[src/hdl/icachePkg.sv]
package icachePkg;

    ////////////////////////////////////////
    // cache geometry
    ////////////////////////////////////////

    localparam int numLines = 8;
    localparam int numWays = 2;
    localparam int numSets = numLines / numWays;
    localparam int lineBytesLog = 4;   // 16-byte lines.
    localparam int wordsPerLine = 4;

    ////////////////////////////////////////
    // derived widths
    ////////////////////////////////////////

    localparam int setBits = $clog2(numSets);
    localparam int wayBits = $clog2(numWays);
    localparam int wordSelBits = $clog2(wordsPerLine);

    // tag is what is left of a 32-bit byte address above the set index.
    localparam int tagBits = 32 - lineBytesLog - setBits;

    // data RAM words are addressed as {way, set, word}.
    localparam int sramAddrBits = wayBits + setBits + wordSelBits;
    localparam int extAddrBits = 30;   // external memory is word addressed.

    // command from the tag table to the line-fill controller.
    typedef enum logic [0:0] {
        FILL_NONE = 1'b0,
        FILL_LINE = 1'b1
    } fillCmd_t;

endpackage

[src/hdl/icacheData.sv]
`timescale 1ns/10ps

module icacheData (
    input  logic                                  clk,
    input  logic                                  rdEn,
    input  logic [icachePkg::sramAddrBits-1:0]    rdAddr,
    output logic [31:0]                           rdData,
    input  logic                                  wrEn,
    input  logic [icachePkg::sramAddrBits-1:0]    wrAddr,
    input  logic [31:0]                           wrData
);
    import icachePkg::*;

    logic [31:0] mem [2**sramAddrBits];

    // read data holds its value between fetches.
    always_ff @(posedge clk) begin
        if (rdEn) begin
            rdData <= mem[rdAddr];
        end
    end

    always_ff @(posedge clk) begin
        if (wrEn) begin
            mem[wrAddr] <= wrData;
        end
    end

endmodule

[src/hdl/icacheTags.sv]
`timescale 1ns/10ps

module icacheTags (
    input  logic                                  clk,
    input  logic                                  rst,
    input  logic                                  lookupValid,
    input  logic [31:0]                           lookupPc,
    output logic [icachePkg::sramAddrBits-1:0]    lookupAddr,
    output logic                                  stall,
    output icachePkg::fillCmd_t                   fillCmd,
    output logic [icachePkg::sramAddrBits-1:0]    fillSramAddr,
    output logic [icachePkg::extAddrBits-1:0]     fillExtAddr,
    input  logic                                  fillBusy
);
    import icachePkg::*;

    typedef enum logic [1:0] {
        flushWait,
        idle,
        loadRequest,
        loadActive
    } state_t;

    state_t state;

    logic [tagBits-1:0] tagMem [numSets][numWays];
    logic               validBits [numSets][numWays];
    logic [wayBits-1:0] victim [numSets];   // next way to replace in each set.

    logic [setBits-1:0]     lookupSet;
    logic [tagBits-1:0]     lookupTag;
    logic [wordSelBits-1:0] lookupWord;
    logic                   hit;
    logic [wayBits-1:0]     hitWay;
    logic                   missStart;

    logic [setBits-1:0] loadSet;
    logic [wayBits-1:0] loadWay;

    ////////////////////////////////////////
    // lookup
    ////////////////////////////////////////

    assign lookupSet = lookupPc[lineBytesLog +: setBits];
    assign lookupTag = lookupPc[31 -: tagBits];
    assign lookupWord = lookupPc[2 +: wordSelBits];

    always_comb begin
        hit = 1'b0;
        hitWay = '0;
        for (int w = 0; w < numWays; w++) begin
            if (validBits[lookupSet][w] && tagMem[lookupSet][w] == lookupTag) begin
                hit = 1'b1;
                hitWay = wayBits'(w);
            end
        end
    end

    assign lookupAddr = {hitWay, lookupSet, lookupWord};

    // fetch cannot proceed while a line is being loaded.
    assign stall = (lookupValid && !hit) || (state != idle);
    assign missStart = lookupValid && !hit && (state == idle);

    ////////////////////////////////////////
    // miss handling
    ////////////////////////////////////////

    always_ff @(posedge clk) begin
        if (rst) begin
            state <= flushWait;
            fillCmd <= FILL_NONE;
            for (int s = 0; s < numSets; s++) begin
                victim[s] <= '0;
                for (int w = 0; w < numWays; w++) begin
                    validBits[s][w] <= 1'b0;
                end
            end
        end else begin
            // a hit on the pointed-to way moves the pointer on to the other one.
            if (lookupValid && hit && state == idle && victim[lookupSet] == hitWay) begin
                victim[lookupSet] <= victim[lookupSet] + wayBits'(1);
            end

            case (state)
                flushWait: begin
                    if (!fillBusy) begin
                        state <= idle;
                    end
                end
                idle: begin
                    if (missStart) begin
                        validBits[lookupSet][victim[lookupSet]] <= 1'b0;
                        fillCmd <= FILL_LINE;
                        state <= loadRequest;
                    end
                end
                loadRequest: begin
                    if (fillBusy) begin   // controller has taken the command.
                        fillCmd <= FILL_NONE;
                        state <= loadActive;
                    end
                end
                loadActive: begin
                    if (!fillBusy) begin
                        validBits[loadSet][loadWay] <= 1'b1;
                        state <= idle;
                    end
                end
                default: state <= idle;
            endcase
        end
    end

    // the new tag goes in at once, the way only turns valid after the fill.
    always_ff @(posedge clk) begin
        if (missStart) begin
            tagMem[lookupSet][victim[lookupSet]] <= lookupTag;
            loadSet <= lookupSet;
            loadWay <= victim[lookupSet];
            fillSramAddr <= {victim[lookupSet], lookupSet, {wordSelBits{1'b0}}};
            fillExtAddr <= {lookupPc[31:lineBytesLog], {wordSelBits{1'b0}}};
        end
    end

endmodule

[src/hdl/lineFillCtrl.sv]
`timescale 1ns/10ps

module lineFillCtrl (
    input  logic                                  clk,
    input  logic                                  rst,
    input  icachePkg::fillCmd_t                   fillCmd,
    input  logic [icachePkg::sramAddrBits-1:0]    fillSramAddr,
    input  logic [icachePkg::extAddrBits-1:0]     fillExtAddr,
    output logic                                  fillBusy,
    output logic                                  memReqValid,
    input  logic                                  memReqReady,
    output logic [icachePkg::extAddrBits-1:0]     memReqAddr,
    input  logic                                  memRespValid,
    input  logic [31:0]                           memRespData,
    output logic                                  wrEn,
    output logic [icachePkg::sramAddrBits-1:0]    wrAddr,
    output logic [31:0]                           wrData
);
    import icachePkg::*;

    logic [sramAddrBits-1:0] sramBase;
    logic [extAddrBits-1:0]  extBase;
    logic [wordSelBits:0]    reqCount;   // one bit wider so it can reach wordsPerLine.
    logic [wordSelBits-1:0]  respCount;
    logic                    fillStart;
    logic                    lastResp;

    assign fillStart = !fillBusy && (fillCmd == FILL_LINE);

    ////////////////////////////////////////
    // request and write channels
    ////////////////////////////////////////

    // requests run ahead of responses until all words of the line are asked for.
    assign memReqValid = fillBusy && (reqCount != (wordSelBits + 1)'(wordsPerLine));
    assign memReqAddr = extBase + extAddrBits'(reqCount[wordSelBits-1:0]);

    // responses come back in order, so a count is enough to place them.
    assign wrEn = fillBusy && memRespValid;
    assign wrAddr = sramBase + sramAddrBits'(respCount);
    assign wrData = memRespData;

    assign lastResp = wrEn && (respCount == wordSelBits'(wordsPerLine - 1));

    ////////////////////////////////////////
    // sequencing
    ////////////////////////////////////////

    always_ff @(posedge clk) begin
        if (rst) begin
            fillBusy <= 1'b0;
            reqCount <= '0;
            respCount <= '0;
        end else if (fillStart) begin
            fillBusy <= 1'b1;
            reqCount <= '0;
            respCount <= '0;
        end else if (fillBusy) begin
            if (memReqValid && memReqReady) begin
                reqCount <= reqCount + 1'b1;
            end
            if (wrEn) begin
                respCount <= respCount + 1'b1;
            end
            if (lastResp) begin
                fillBusy <= 1'b0;   // drops in the cycle after the last write.
            end
        end
    end

    always_ff @(posedge clk) begin
        if (fillStart) begin
            sramBase <= fillSramAddr;
            extBase <= fillExtAddr;
        end
    end

endmodule

[src/hdl/icacheTop.sv]
`timescale 1ns/10ps

module icacheTop (
    input  logic                                  clk,
    input  logic                                  rst,
    input  logic                                  fetchValid,
    input  logic [31:0]                           fetchPc,
    output logic                                  fetchReady,
    output logic [31:0]                           fetchData,
    output logic                                  fetchDataValid,
    output logic                                  memReqValid,
    input  logic                                  memReqReady,
    output logic [icachePkg::extAddrBits-1:0]     memReqAddr,
    input  logic                                  memRespValid,
    input  logic [31:0]                           memRespData
);
    import icachePkg::*;

    fillCmd_t                fillCmd;
    logic [sramAddrBits-1:0] fillSramAddr;
    logic [extAddrBits-1:0]  fillExtAddr;
    logic                    fillBusy;

    logic                    stall;
    logic                    accept;
    logic [sramAddrBits-1:0] rdAddr;
    logic                    wrEn;
    logic [sramAddrBits-1:0] wrAddr;
    logic [31:0]             wrData;

    assign fetchReady = !stall;
    assign accept = fetchValid && fetchReady;

    // valid lines up with the registered RAM read.
    always_ff @(posedge clk) begin
        if (rst) begin
            fetchDataValid <= 1'b0;
        end else begin
            fetchDataValid <= accept;
        end
    end

    icacheTags i_icacheTags (
        .clk          (clk),
        .rst          (rst),
        .lookupValid  (fetchValid),
        .lookupPc     (fetchPc),
        .lookupAddr   (rdAddr),
        .stall        (stall),
        .fillCmd      (fillCmd),
        .fillSramAddr (fillSramAddr),
        .fillExtAddr  (fillExtAddr),
        .fillBusy     (fillBusy)
    );

    lineFillCtrl i_lineFillCtrl (
        .clk          (clk),
        .rst          (rst),
        .fillCmd      (fillCmd),
        .fillSramAddr (fillSramAddr),
        .fillExtAddr  (fillExtAddr),
        .fillBusy     (fillBusy),
        .memReqValid  (memReqValid),
        .memReqReady  (memReqReady),
        .memReqAddr   (memReqAddr),
        .memRespValid (memRespValid),
        .memRespData  (memRespData),
        .wrEn         (wrEn),
        .wrAddr       (wrAddr),
        .wrData       (wrData)
    );

    icacheData i_icacheData (
        .clk    (clk),
        .rdEn   (accept),
        .rdAddr (rdAddr),
        .rdData (fetchData),
        .wrEn   (wrEn),
        .wrAddr (wrAddr),
        .wrData (wrData)
    );

endmodule

[config.mk]
export PLATFORM = sky130hd
export DESIGN_NAME = icacheTop
export DESIGN_NICKNAME = d
export VERILOG_FILES = /design/src/hdl/icachePkg.sv /design/src/hdl/icacheData.sv /design/src/hdl/icacheTags.sv /design/src/hdl/lineFillCtrl.sv /design/src/hdl/icacheTop.sv
export SDC_FILE = /design/constraint.sdc
export NUM_CORES = 1
export LEC_CHECK = 0
export ABC_AREA = 1
export BUFFER_PORTS_ARGS = -buffer_cell sky130_fd_sc_hd__clkbuf_2
export CORE_AREA = 8 8 526 270
export DETAILED_ROUTE_END_ITERATION = 6
export DIE_AREA = 0 0 534 278
export GPL_TIMING_DRIVEN = 0
export HOLD_SLACK_MARGIN = 0.15
export PLACE_DENSITY = 0.58
export SLEW_MARGIN = 10
export SYNTH_ARGS = -nofsm -noshare
export SYNTH_HDL_FRONTEND = slang
export SYNTH_SLANG_ARGS = --single-unit
export TNS_END_PERCENT = 20
[constraint.sdc]
create_clock -name clk -period 6.72 [get_ports clk]
set_input_delay 0.336 -clock clk [delete_from_list [all_inputs] [get_ports clk]]
set_output_delay 0.336 -clock clk [all_outputs]
set_load 0.03 [all_outputs]
==> metrics.md <==
| Metric | Value |
|---|---|
| CTS tree | `yes` |
| Critical path class | `in -> reg` |
| Final Cell Area | `61,900 sq um` |
| Top cell type by total area after synthesis | `edfxtp_1` |
| Synth Warn # | `0` |
| Vias per cell | `approximately 6` |
| Slew headroom | `6.08%` |
| Synth top area share | `~75%` |
| Remaining Overflow, GRT | `0` |
| Endpoints failing setup | `0` |
| Resized cells post-CTS | `0` |
| Layout net count | `~4,500` |
| Max_cap viols | `0` |
| Final Instance Count excl. Fillers | `~6,400` |
| Htree depth | `3` |
| Placer Congestion | `0.927` |
| Die Height | `278 um` |
| DRT Wirelength | `189,000 um` |
| Number of global-route vias before repair | `33,400` |
| Fin crit share | `between 70% and 80%` |
| Post-Syn Area | `53,400 sq um` |
| Status | `finished, final reports clean` |
| Pin count of the biggest net entering global routing | `34` |
| Mapped Cells | `a little over 4,000` |
| Root Buffer | `clkbuf_16` |
| Layout area overhead | `16.1%` |
| FF+latch count, synth | `1,344` |
| Worst EP required | `roughly 7200 ps` |
| Initial core utilization | `around two fifths` |
| P_leak | `roughly 21 nW` |
| Async SR Flop Fraction | `0%` |
| Syn nets | `about 4,200` |
| Slack of the critical path | `1460 ps` |
| Sequential element share of the synthesized area | `around three quarters` |
| Crit path max fanout | `10` |
| Die area | `between 100,000 and 150,000 sq um` |
| Core ar. | `about 140,000 sq um` |
| Post-DP Area | `around 57,000 sq um` |
| Top-count cell post-synth | `edfxtp_1` |
| Clock buffer depth | `3` |
| Slew Limit Fails | `0` |
| Setup bufs post-CTS | `0` |
| Total number of vias | `37,200` |
| Post-layout utilization of the core | `45.8%` |
| Global-route wire length before repair | `261,000 um` |
| HPWL Detailed | `~130,000 um` |
| Max Fclk | `190 MHz` |
| Cts bufs inserted | `120` |
| Distinct cell type count after synthesis | `34` |
| CTS clk-pin slew, worst paths | `70 ps` |
| Setup Skew | `29.7 ps` |
| Setup crit end kind | `flip-flop` |
| Initial DRC Count | `around 6,700` |
| Syn avg cell area | `about 13 sq um` |
| Worst EP arrival | `roughly 5700 ps` |
| Initial antenna violation count | `13` |
| DRC Markers | `0` |
| Fraction of layout cells with a size suffix above 1 | `10.8%` |
| Post-synth top cells | `edfxtp_1, nor2_1, nand2_1, o21ai_0, o32ai_1` |
| Area contributors post-synth | `edfxtp_1, nor2_1, nand2_1` |
| Power per cell area | `294 nW/um^2` |
| Ports | `about 130` |
| Synth Flop Type | `edfxtp_1` |
| Clock sink count | `around 1,300` |
| DRT Pass-1 Iters | `6` |
| Post-synth EDFFs | `approximately 1,300` |
| Final Hold Viols | `0` |
| RSZ-0062 raised after global routing | `no` |
| Hold_ws | `279 ps` |
| Routed Antenna Nets | `0` |
| Site row count | `between 90 and 100` |
| Total GRT Usage | `about a quarter` |
| Die width | `around 530 um` |
| Port bufs | `129` |
| Skew-Pair Late Insertion Delay | `between 700 and 800 ps` |
| DP Cell Count | `approximately 6,000` |
| Worst slew pin tran | `approximately 1400 ps` |
| Place WS | `957 ps` |
| CP startpoint kind | `primary input` |
| Maximum vdd drop | `0.225 mV` |
| Wirelength per Cell | `approximately 30 um` |
| Fin crit period | `about 5300 ps` |
| Hold Path Class | `in -> reg` |
==> per-stage QoR <==
step,total power [mW],setup TNS (ps)
after detailed placement,11.0,0
final,18.2,0
after CTS,18.2,0
after floorplan,10.3,0
after global routing,18.6,0
after global placement,11.0,-69780
==> power breakdown <==
group | total, mW | internal, mW | switching (mW)
clock | 7.28 | 4.02 | 3.26
sequential | 9.42 | 9.37 | 0.0435
combinational | 1.52 | 0.343 | 1.17
==> sequential cells by signal, summed over array words and instances (netlist names), 3 cells and up <==
name / flops
i_icacheTags.fillExtAddr: 26
i_lineFillCtrl.reqCount: 3
i_icacheData.rdData: 32
i_lineFillCtrl.extBase: 26
i_icacheTags.tagMem: 208
i_icacheTags.victim: 4
i_icacheData.mem: 1024
i_lineFillCtrl.sramBase: 3
i_icacheTags.validBits: 8
==> cell families (layout without fill, tap and decap cells) <==
family,Yosys count,in the layout,synth area share (%)
AND/OR/NAND/NOR,1783,1783,13.0
adder cells (fa/ha/maj),9,9,0.211
flip-flops,1344,1344,75.4
AO/OA/AOI/OAI,666,666,8.70
XOR/XNOR,2,2,0.0328
buffers and inverters,330,762,2.60
other,0,3,0
==> worst paths after layout <==
| path | start | endpoint | slack [ps] | depth (start not counted) |
|---|---|---|---|---|
| hold / removal | memRespData[1] | i_icacheData.mem[17][1]$_DFFE_PP_ | 280 | 1 |
| setup reg to reg | i_icacheTags.tagMem[3][15]$_DFFE_PP_ | i_icacheTags.tagMem[0][49]$_DFFE_PP_ | 2680 | 16 |
| hold reg to reg | i_icacheTags.fillExtAddr[15]$_DFFE_PN_ | i_lineFillCtrl.extBase[15]$_DFFE_PP_ | 410 | 0 |
| setup / recovery | fetchPc[4] | i_icacheData.rdData[30]$_DFFE_PP_ | 1460 | 11 |
==> cell usage in the layout (no fill, tap or decap), types with 4 or more instances in the layout <==
master,netlist,layout
a211oi_1,16,16
o32ai_1,256,256
buf_12,0,34
clkinvlp_4,0,7
nand4_1,17,17
nand2_1,753,753
nor2_4,3,44
clkbuf_16,0,120
a22o_1,32,32
a31oi_1,30,30
a21oi_1,52,52
bufinv_16,0,18
edfxtp_1,1334,1334
clkinv_2,1,38
ha_1,9,9
dlygate4sd3_1,0,33
buf_1,29,29
buf_4,11,11
inv_1,81,81
a211oi_2,18,18
nand3_1,119,119
o21ai_0,257,257
buf_6,8,8
buf_16,0,9
clkbuf_1,162,174
inv_16,0,4
clkinv_1,0,19
buf_2,35,35
nor2_1,880,839
clkbuf_2,0,131
dfxtp_1,10,10
==> worst max-delay path, stage by stage <==
cell and delay [ps]:
dlygate4sd3_1 530, clkbuf_2 140, buf_4 210, buf_2 220, nor2_1 1080, clkbuf_1 970, buf_1 880, nand2_1 270
nand3_1 210, a211oi_2 70, a31oi_1 730
==> layout make-up <==
type | instances | area (sq um)
Antenna cell | 3 | 7.51
Clock buffer | 136 | 3080
Fill cell | 12100 | 73200
Clock inverter | 91 | 1000
Timing Repair Buffer | 205 | 1900
Sequential cell | 1344 | 40300
Buffer | 245 | 1070
Tap cell | 1813 | 2270
Inverter | 85 | 323
Multi-Input combinational cell | 2460 | 12000
==> per-layer routing <==
metal	share of wire [%]	global-route usage (%)	vias up
met5	0.061	0.225	-
met4	1.7	4.09	14
met3	18	11.7	250
met2	35	28.7	2747
met1	46	40.1	18500
li1	-	-	15700
==> timing repair <==
item | in CTS | in global routing
hold endpoints to repair | 257 | 0
hold buffers | 33 | 0
endpoints found under the setup margin | 0 | 0
No activity file was read; power rests on OpenSTA's default activity.
